File: src/design/frontend_defines.svh
// Front end constants
`ifndef FRONTEND_DEFINES_SVH
`define FRONTEND_DEFINES_SVH

// Datapath widths
`define WORD_BITS 16
`define ADDR_BITS 16

// Queue entries, also the fetch credit pool
`define BUF_DEPTH 8

// Fixed encodings
`define NOP_WORD 16'h0000
`define OP_IMM   4'h1
`define INT_BASE 12'h050 // Upper part of the injected INT word

`endif

File: src/design/frontend_pkg.sv
// Front end shared types
`include "frontend_defines.svh"

package frontend_pkg;

	// Immediate prefix, carries the upper 12 bits of an operand
	typedef struct packed {
		logic [3:0]  opcode;
		logic [11:0] imm;
	} imm_view_t;

	// Ordinary register format
	typedef struct packed {
		logic [3:0] opcode;
		logic [3:0] rd;
		logic [3:0] ra;
		logic [3:0] lo;     // Low operand nibble
	} reg_view_t;

	// One instruction word, two decodes
	typedef union packed {
		imm_view_t imm;
		reg_view_t rf;
	} instr_u;

	// Fetched word with its address
	typedef struct packed {
		instr_u                instr;
		logic [`ADDR_BITS-1:0] addr;
	} fetch_word_t;

	// One pipeline slot
	typedef struct packed {
		logic                  valid;
		instr_u                instr;
		logic [`ADDR_BITS-1:0] addr;
	} stage_t;

	// Write-back port contents
	typedef struct packed {
		stage_t                stage;
		logic [`WORD_BITS-1:0] operand;  // Prefix immediate joined with low field
	} retire_t;

	// Valid slot holding an immediate prefix
	function automatic logic is_prefix(stage_t s);
		return s.valid && (s.instr.imm.opcode == `OP_IMM);
	endfunction

endpackage

File: src/design/cpu_frontend.sv
// CPU instruction front end
`include "frontend_defines.svh"

module cpu_frontend (
	input  logic                    CLK,
	input  logic                    RSTb,
	input  logic                    stall,
	input  logic                    load_pc,
	input  logic [`ADDR_BITS-1:0]   target_pc,
	input  logic                    int_enable_set,
	input  logic                    interrupt,
	input  logic [3:0]              irq,
	output logic                    mem_req,
	output logic [`ADDR_BITS-1:0]   mem_addr,
	input  logic [`WORD_BITS-1:0]   mem_data,
	output frontend_pkg::retire_t   retire,
	output logic                    int_enabled
);

	import frontend_pkg::*;

	logic        push;
	fetch_word_t push_word;
	logic        credit_return;
	fetch_word_t head;
	logic        empty;
	logic        pop;

	// Producer
	fetch_unit u_fetch (
		.CLK           (CLK),
		.RSTb          (RSTb),
		.load_pc       (load_pc),
		.target_pc     (target_pc),
		.credit_return (credit_return),
		.mem_req       (mem_req),
		.mem_addr      (mem_addr),
		.mem_data      (mem_data),
		.push          (push),
		.push_word     (push_word)
	);

	instr_buffer u_buf (
		.CLK           (CLK),
		.RSTb          (RSTb),
		.load_pc       (load_pc),
		.push          (push),
		.push_word     (push_word),
		.pop           (pop),
		.head          (head),
		.empty         (empty),
		.credit_return (credit_return)
	);

	// Consumer
	cpu_pipeline u_pipe (
		.CLK            (CLK),
		.RSTb           (RSTb),
		.stall          (stall),
		.load_pc        (load_pc),
		.int_enable_set (int_enable_set),
		.interrupt      (interrupt),
		.irq            (irq),
		.head           (head),
		.empty          (empty),
		.pop            (pop),
		.retire         (retire),
		.int_enabled    (int_enabled)
	);

endmodule

File: src/design/cpu_pipeline.sv
// Five-stage CPU pipeline
`include "frontend_defines.svh"

module cpu_pipeline (
	input  logic                       CLK,
	input  logic                       RSTb,
	input  logic                       stall,
	input  logic                       load_pc,
	input  logic                       int_enable_set,
	input  logic                       interrupt,
	input  logic [3:0]                 irq,
	input  frontend_pkg::fetch_word_t  head,
	input  logic                       empty,
	output logic                       pop,
	output frontend_pkg::retire_t      retire,
	output logic                       int_enabled
);

	import frontend_pkg::*;

	stage_t                stg [5];       // 0 fetch latch, 1 decode, 2 execute, 3 memory, 4 write-back
	logic [`WORD_BITS-1:0] opnd [2:4];    // Combined operand beside stages 2 to 4
	logic [11:0]           imm_q;         // Immediate from the last prefix
	logic                  imm_held;      // Prefix waiting for its successor
	logic                  int_flag;
	logic                  advance;
	logic                  inject;
	stage_t                s0_next;
	stage_t                s2_next;
	logic [`WORD_BITS-1:0] opnd_next;

	// Front stages move only without stall or flush
	assign advance = !stall && !load_pc;

	// INT takes the slot of head, which stays queued
	assign inject = int_flag && interrupt && advance && !empty;
	assign pop    = advance && !empty && !inject;

	assign int_enabled    = int_flag;
	assign retire.stage   = stg[4];
	assign retire.operand = opnd[4];

	// What enters the fetch latch
	always_comb begin
		s0_next.valid = 1'b0;
		s0_next.instr = `NOP_WORD;
		s0_next.addr  = head.addr;   // Return address for an injected INT
		if (inject) begin
			s0_next.valid = 1'b1;
			s0_next.instr = {`INT_BASE, irq};
		end else if (!empty) begin
			s0_next.valid = 1'b1;
			s0_next.instr = head.instr;
		end
	end

	// Decode to execute, operand combining
	always_comb begin
		s2_next   = stg[1];
		opnd_next = {12'h000, stg[1].instr.rf.lo};
		if (is_prefix(stg[1]))
			s2_next.valid = 1'b0;     // Prefix retires as a bubble
		else if (imm_held)
			opnd_next = {imm_q, stg[1].instr.rf.lo};
	end

	always_ff @(posedge CLK) begin
		if (!RSTb) begin
			for (int i = 0; i < 5; i++)
				stg[i].valid <= 1'b0;
			imm_held <= 1'b0;
		end else begin
			// Memory and write-back always drain
			stg[4] <= stg[3];
			stg[3] <= stg[2];

			if (load_pc) begin
				// Branch taken, squash fetch latch through execute
				for (int i = 0; i < 3; i++) begin
					stg[i].valid <= 1'b0;
					stg[i].instr <= `NOP_WORD;
				end
				imm_held <= 1'b0;
			end else if (stall) begin
				stg[2].valid <= 1'b0;     // Bubble into execute
				stg[2].instr <= `NOP_WORD;
			end else begin
				stg[2] <= s2_next;
				stg[1] <= stg[0];
				stg[0] <= s0_next;
				if (is_prefix(stg[1]))
					imm_held <= 1'b1;
				else if (stg[1].valid)
					imm_held <= 1'b0;  // Consumed, bubbles leave it alone
			end
		end
	end

	// Operand and immediate payload
	always_ff @(posedge CLK) begin
		if (advance) begin
			opnd[2] <= opnd_next;
			if (is_prefix(stg[1]))
				imm_q <= stg[1].instr.imm.imm;
		end
		opnd[3] <= opnd[2];
		opnd[4] <= opnd[3];
	end

	// Interrupt enable, cleared by the injection it allows
	always_ff @(posedge CLK) begin
		if (!RSTb)
			int_flag <= 1'b0;
		else if (inject)
			int_flag <= 1'b0;
		else if (int_enable_set)
			int_flag <= 1'b1;
	end

endmodule

File: src/design/fetch_unit.sv
// Credit-based instruction fetch
`include "frontend_defines.svh"

module fetch_unit (
	input  logic                       CLK,
	input  logic                       RSTb,
	input  logic                       load_pc,
	input  logic [`ADDR_BITS-1:0]      target_pc,
	input  logic                       credit_return,
	output logic                       mem_req,
	output logic [`ADDR_BITS-1:0]      mem_addr,
	input  logic [`WORD_BITS-1:0]      mem_data,
	output logic                       push,
	output frontend_pkg::fetch_word_t  push_word
);

	localparam int CRED_BITS = $clog2(`BUF_DEPTH + 1);

	logic [`ADDR_BITS-1:0] pc;           // Next sequential address to request
	logic [CRED_BITS-1:0]  credits;      // Free buffer slots not yet claimed
	logic                  issue;
	logic                  in_flight;    // Memory word due on mem_data this cycle
	logic [`ADDR_BITS-1:0] flight_addr;

	// Each request claims one buffer slot in advance
	assign issue = (credits != '0);

	// Stale word is dropped in a load cycle
	assign push = in_flight && !load_pc;
	assign push_word.instr = mem_data;
	assign push_word.addr  = flight_addr;

	always_ff @(posedge CLK) begin
		if (!RSTb) begin
			mem_req   <= 1'b0;
			pc        <= '0;
			credits   <= CRED_BITS'(`BUF_DEPTH);
			in_flight <= 1'b0;
		end else if (load_pc) begin
			// Restart at target, pool refilled minus this request
			mem_req   <= 1'b1;
			pc        <= target_pc + 1'b1;
			credits   <= CRED_BITS'(`BUF_DEPTH - 1);
			in_flight <= 1'b0;   // Word requested now belongs to the old stream
		end else begin
			mem_req   <= issue;
			in_flight <= mem_req;
			if (issue)
				pc <= pc + 1'b1;
			credits <= credits - CRED_BITS'(issue) + CRED_BITS'(credit_return);
		end
	end

	// Request address and the address of the word in flight
	always_ff @(posedge CLK) begin
		if (load_pc)
			mem_addr <= target_pc;
		else if (issue)
			mem_addr <= pc;

		if (mem_req)
			flight_addr <= mem_addr;
	end

endmodule

File: src/design/instr_buffer.sv
// Instruction and address queue
`include "frontend_defines.svh"

module instr_buffer (
	input  logic                       CLK,
	input  logic                       RSTb,
	input  logic                       load_pc,
	input  logic                       push,
	input  frontend_pkg::fetch_word_t  push_word,
	input  logic                       pop,
	output frontend_pkg::fetch_word_t  head,
	output logic                       empty,
	output logic                       credit_return
);

	import frontend_pkg::*;

	localparam int PTR_BITS = $clog2(`BUF_DEPTH);

	fetch_word_t          entries [`BUF_DEPTH];
	logic [PTR_BITS:0]    wr_ptr;     // Top bit tells full from empty
	logic [PTR_BITS:0]    rd_ptr;
	logic                 do_push;
	logic                 do_pop;

	// Flush wins over both ends of the queue
	assign do_push = push && !load_pc;
	assign do_pop  = pop && !empty && !load_pc;

	assign empty = (wr_ptr == rd_ptr);
	assign head  = entries[rd_ptr[PTR_BITS-1:0]];

	always_ff @(posedge CLK) begin
		if (!RSTb) begin
			wr_ptr        <= '0;
			rd_ptr        <= '0;
			credit_return <= 1'b0;
		end else begin
			credit_return <= do_pop;      // One credit back per word taken
			if (load_pc) begin
				// Dropped entries are covered by the fetch unit's refill
				wr_ptr <= '0;
				rd_ptr <= '0;
			end else begin
				if (do_push)
					wr_ptr <= wr_ptr + 1'b1;
				if (do_pop)
					rd_ptr <= rd_ptr + 1'b1;
			end
		end
	end

	// Storage
	always_ff @(posedge CLK) begin
		if (do_push)
			entries[wr_ptr[PTR_BITS-1:0]] <= push_word;
	end

endmodule

File: config.mk
export PLATFORM = sky130hd
export DESIGN_NAME = cpu_frontend
export DESIGN_NICKNAME = d
export VERILOG_FILES = /design/src/design/frontend_pkg.sv /design/src/design/cpu_frontend.sv /design/src/design/cpu_pipeline.sv /design/src/design/fetch_unit.sv /design/src/design/instr_buffer.sv
export VERILOG_INCLUDE_DIRS = /design/src /design/src/design
export SDC_FILE = /design/constraint.sdc
export NUM_CORES = 1
export LEC_CHECK = 0
export BUFFER_PORTS_ARGS = -buffer_cell sky130_fd_sc_hd__buf_2
export CORE_ASPECT_RATIO = 1.4
export CORE_UTILIZATION = 50
export DETAILED_ROUTE_END_ITERATION = 8
export PLACE_DENSITY_LB_ADDON = 0.08
export SLEW_MARGIN = 40
export SYNTH_ARGS = -nofsm -noshare
export SYNTH_HDL_FRONTEND = slang
export SYNTH_SLANG_ARGS = --single-unit
File: constraint.sdc
create_clock -name CLK -period 8.4 [get_ports CLK]
set_input_delay 1.68 -clock CLK [delete_from_list [all_inputs] [get_ports CLK]]
set_output_delay 1.68 -clock CLK [all_outputs]
set_load 0.03 [all_outputs]
Yosys cells after proc, flatten, opt, wreduce, memory -nomap -nowiden:

Memory sizes are Yosys's and may differ from the RTL's. A register that Yosys moved wholly into a read port is not among the register bits.
Index checks and enable logic that the tools add are counted.

* register bits: 77
* RAM bits: 469
* output and inout port bits: 67
* logic and storage cells: 105
* memories: 3

Memory list
* u_buf.entries: depth 8, bits a word 32, read ports 1, clocked after memory_dff 1, write ports 1, line instr_buffer.sv:20 `` fetch_word_t entries [`BUF_DEPTH]; ``
* u_pipe.stg: depth 5, bits a word 33, read ports 5, clocked after memory_dff 0, write ports 5, line cpu_pipeline.sv:21 `stage_t stg [5];`
* u_pipe.opnd: depth 3, bits a word 16, read ports 3, clocked after memory_dff 0, write ports 3, line cpu_pipeline.sv:22 `` logic [`WORD_BITS-1:0] opnd [2:4]; ``

* add/sub/neg operators: 6
* equality and inequality tests: 2
* mux-type cells: 45
* bitwise operators: 15
* reductions and logical operators: 22

Operators with widths (count)
* $mux W16: 10
* $mux W17: 2
* $add A16 B1 Y16 const B: 2
* $mux W1: 30
* $or A1 B1 Y1: 13
* $logic_and A1 B1 Y1: 11
* $add A4 B1 Y4 const B: 2
* $mux W3: 2
* $add A4 B1 Y4: 1
* $eq A4 B1 Y1 const B: 1
* $eq A4 B4 Y1: 1
* $logic_not A1 Y1: 4
* $mux W4: 1
* $reduce_and A2 Y1: 2
* $reduce_bool A2 Y1: 2
* $reduce_bool A4 Y1: 1
* $reduce_or A2 Y1: 2
* $sub A4 B1 Y4: 1
* $not A1 Y1: 2

Longest topological paths before layout:

* depth after elaboration: 10
* depth in mapped cells: 11
* gate-level depth less buffers: 11

Cells and area by module:

A second synthesis with hierarchy kept.

* cell total of the unflattened synthesis: 1164
* area total of the unflattened synthesis: 20520.9 sq um

By module, submodules not included
* instr_buffer: instances 1, cells an instance 433, area an instance 10163.5 sq um
* cpu_pipeline: instances 1, cells an instance 508, area an instance 7772.5 sq um
* fetch_unit: instances 1, cells an instance 223, area an instance 2585.0 sq um

Worst setup path after synthesis:

OpenSTA, ideal clock, no wires.

* path kind: input to register
* from: input load_pc
* to: memory u_buf.entries[0][0] (netlist name) (enable)
* setup time: 0.502 ns
* data arrival time: 5.479 ns
* required time: 7.898 ns
* path slack: 2.420 ns
* cell stages on the path: 5
* cell sequence: buf_6 buf_8 buf_2 buf_2 nor4_1

* longest elaborated chain between the ends: 5

Ends and longest elaborated chain
* start: declaration: line cpu_frontend.sv:8 `input logic load_pc,`
* $logic_not A1 Y1 *: line fetch_unit.sv:29, instr_buffer.sv:27
* $logic_and A1 B1 Y1: line fetch_unit.sv:29 `assign push = in_flight && !load_pc;`
* $logic_and A1 B1 Y1 *: line instr_buffer.sv:27 `assign do_push = push && !load_pc;`
* $mux W1 *: line instr_buffer.sv:55 `if (do_push)`
* $mux W1 (implied by the code) *: line instr_buffer.sv:56 `entries[wr_ptr[PTR_BITS-1:0]] <= push_word;`
* end: declaration: line instr_buffer.sv:20

Every way passes the cells marked *; elsewhere a longest branch is shown, timed or not.

Worst setup path in the final report:

* from: input load_pc
* to: register u_fetch.pc[12]

* longest elaborated chain between the ends: 1
* elaborated cells between the ends (all ways): 2
* classes of those cells: mux: 1; reduce/logical: 1

Ends and longest elaborated chain
* $mux W16 or $reduce_bool A2 Y1 (tied branches)
* end signal: assignment: line fetch_unit.sv:42 `pc <= target_pc + 1'b1;`
* end signal: assignment: line fetch_unit.sv:49 `pc <= pc + 1'b1;`
* end: declaration: line fetch_unit.sv:19 `` logic [`ADDR_BITS-1:0] pc; ``

Parallel ways exist; a longest one is shown, timed or not.
A chain may end at the register's enable or synchronous reset.

==> impl_metrics.py <==
metrics = {
    "synth": {
        "ys_seq_area_frac": 0.762,
        "avgSynthCellArea_um2": 17.5,
        "synth-seq-cells": 549,
        "synth_area_um2": 20300,
        "synth_edf_count": 447,
        "ys.flop_type": "edfxtp_1",
        "syn-num-nets": 1215,
        "synthArstFlopShare": 0,
        "synth_cells": 1163,
        "ys_types": 57,
        "yosysWarningCount": 0,
    },
    "timing": {
        "fmax_mhz": 298,
        "min_period_over_period": 0.400,
        "setup_viol": 0,
        "finalHoldViolations": 0,
        "hold_ws_ps": 324,
        "rsz0062_at_grt": "no",
        "period_needed_ps": 3360,
        "skew_ps": 21.6,
        "slew_headroom": 0.468,
        "finalSetupTns_ps": 0,
        "maxSlewViolCount": 0,
        "worst_pin_slew_ps": 798,
    },
    "setup_path": {
        "worstPathRequired_ps": 8850,
        "crit_path_end_kind": "register",
        "reg2reg_depth": 4,
        "worstSetupPathType": "in -> reg",
        "crit_arrival_ps": 3810,
        "crit_fanout": 47,
        "crit_path_start_kind": "input pin",
    },
    "final_layout": {
        "design_area_um2": 23100,
        "multiInputGateArea_um2": 4560,
        "seq_area_um2": 15500,
        "layout.nets": 1331,
        "drive_above_1_share": 0.235,
        "post-route-util": 0.575,
        "fillerInstances": 3100,
        "syn2layout_area_growth_pct": 13.7,
        "n_antenna_cell": 0,
    },
    "hold_path": {
        "hold_class": "reg -> reg",
        "holdPathStages": 0,
    },
    "run": {
        "cap_violations": 0,
    },
    "route": {
        "wirelength_mm": 38.4,
        "routed_via_density": 5.35,
        "ant_nets": 0,
        "drcViolationCount": 0,
        "vias": 9920,
        "drt-initial-drc-count": 713,
        "wl_per_cell_um": 20.7,
        "first_pass_iters": 4,
    },
    "grt": {
        "globalRouteMet1Util": 0.250,
        "gr-usage-met2": 0.338,
        "grt.met3_usage": 0.0272,
        "grt_pass1_wl_mm": 58.7,
        "first_global_vias": 9960,
        "grt_overflow": 0,
        "busiest_layer": "met2",
        "grt_max_degree": 105,
        "antenna_found_initial": 1,
        "track_usage": 0.193,
    },
    "clocking": {
        "cts_hold_buffers": 0,
        "ctsHtreeMaxLevel": 2,
        "cts_buffer_depth": 3,
        "cts.clk_slew.worst_paths_ps": 60,
        "clock_latency_ps": 580,
        "cts_root_buf": "clkbuf_16",
        "postCtsSetupBuffers": 0,
        "cts_resized": 0,
        "cts_buffers": 51,
        "cts.sinks": 549,
        "cts_tree": "yes",
    },
    "place": {
        "io_buffers": 108,
        "gp_congestion": 0.789,
        "placed_area_um2": 21400,
        "dp_hpwl_mm": 22.8,
    },
    "pwr": {
        "finalPower_w": 0.00554,
        "ir_drop_mv": 0.166,
        "p_leak_nw": 7.94,
        "power.density_nw_per_um2": 240,
    },
    "floorplanning": {
        "fp.dieH_um": 240,
        "start_util": 0.505,
        "core_um2": 40200,
        "rows": 87,
        "die_area_um2": 41400,
        "io_pins": 109,
        "die_x_um": 172,
    },
    "outcome": {
        "status": "finished, final reports clean",
    },
}
## per-layer routing
layer  vias to the layer above  part of all wire
li1                       4651                 -
met3                        62             0.032
met2                       194              0.53
met1                      5013              0.42
met4                         0             0.021
met5                         -                 0
## kinds of logic after synthesis
kind of cell / after synthesis / share of synthesized area
DFF: 549 / 0.762
and+or+nand+nor: 314 / 0.0858
muxes: 115 / 0.0971
AOI/OAI and AO/OA: 82 / 0.0269
buffers and inverters: 81 / 0.0171
xor gates and xnor gates: 11 / 0.00475
adders and majority gates: 10 / 0.00653
other: 1 / 0.000185
## power by group
part	internal, W	switching [W]
registers	0.00302	0.0000575
logic	0.0000721	0.000146
clock network	0.00128	0.000960
## critical path, cell delays in order
cell and delay, ps:
buf_2 70, buf_4 450, mux2_2 290, ha_1 210, nand4_1 140, a21oi_2 440
a21oi_1 110, or3_1 380
## cell usage after synthesis (all sizes together) (4+ instances only)
cell type,number,share of area
edfxtp,447,0.66
a21oi,23,0.0057
clkbuf,36,0.0067
xnor2,9,0.0039
a31oi,5,0.0015
mux2,15,0.0083
dfxtp,102,0.10
and3,17,0.0052
nor3,11,0.0027
and4,4,0.0017
ha,9,0.0055
and2,117,0.036
buf,26,0.0069
nor2,32,0.0059
inv,19,0.0035
mux2i,36,0.018
nand4,5,0.0015
nand2,67,0.012
a32oi,4,0.0017
nand2b,4,0.0012
nand4b,4,0.0025
a41o,5,0.0025
mux4,64,0.071
nand3,35,0.0095
o21ai,22,0.0054
## sequential cells by signal (all words and copies together) (netlist names), 4 cells and up, named ones only
signal	flops
u_buf.entries	256
u_pipe.stg	165
u_pipe.opnd	48
u_fetch.flight_addr	16
u_fetch.mem_addr	16
u_fetch.pc	16
u_pipe.imm_q	12
u_buf.rd_ptr	4
u_buf.wr_ptr	4
u_fetch.credits	4
## through the flow
step	cells	worst slack (ps)
after detailed placement	1760	4300
after CTS	1853	4880
after floorplan	1163	2420
final	1853	5040
after global placement	1760	4280
after global routing	1853	4840
## layout make-up
type                    instances  share of cell area
clock inverters                25             0.00932
repair buffers                125              0.0297
clock buffers                  68              0.0616
flip-flops and latches        549               0.670
inverters                      19             0.00309
multi-input cells             533               0.197
well taps                     534              0.0289
## placed cells by master, fill, tap and decap left out, types with 7 or more instances in the layout
cell type,n
inv_1,17
dfxtp_1,98
xnor2_1,9
ha_1,8
mux4_2,64
a21oi_1,22
clkbuf_1,10
mux2i_1,36
o21ai_0,22
buf_2,107
mux2_2,15
nor2_1,29
buf_4,14
nand3_1,33
nor3_1,7
clkinv_2,10
clkbuf_16,52
edfxtp_1,447
and3_1,17
nand2_1,67
and2_1,117
## worst paths after layout
check | startpoint | endpoint | slack (ps)
max | load_pc | u_fetch.pc[12] | 5040
min | u_pipe.opnd[3][7] | u_pipe.opnd[4][7] | 320
max reg2reg | register | u_pipe.stg[0][3] | 5690
min reg2reg | u_pipe.opnd[3][7] | u_pipe.opnd[4][7] | 320
No activity file was read; power rests on OpenSTA's default activity.
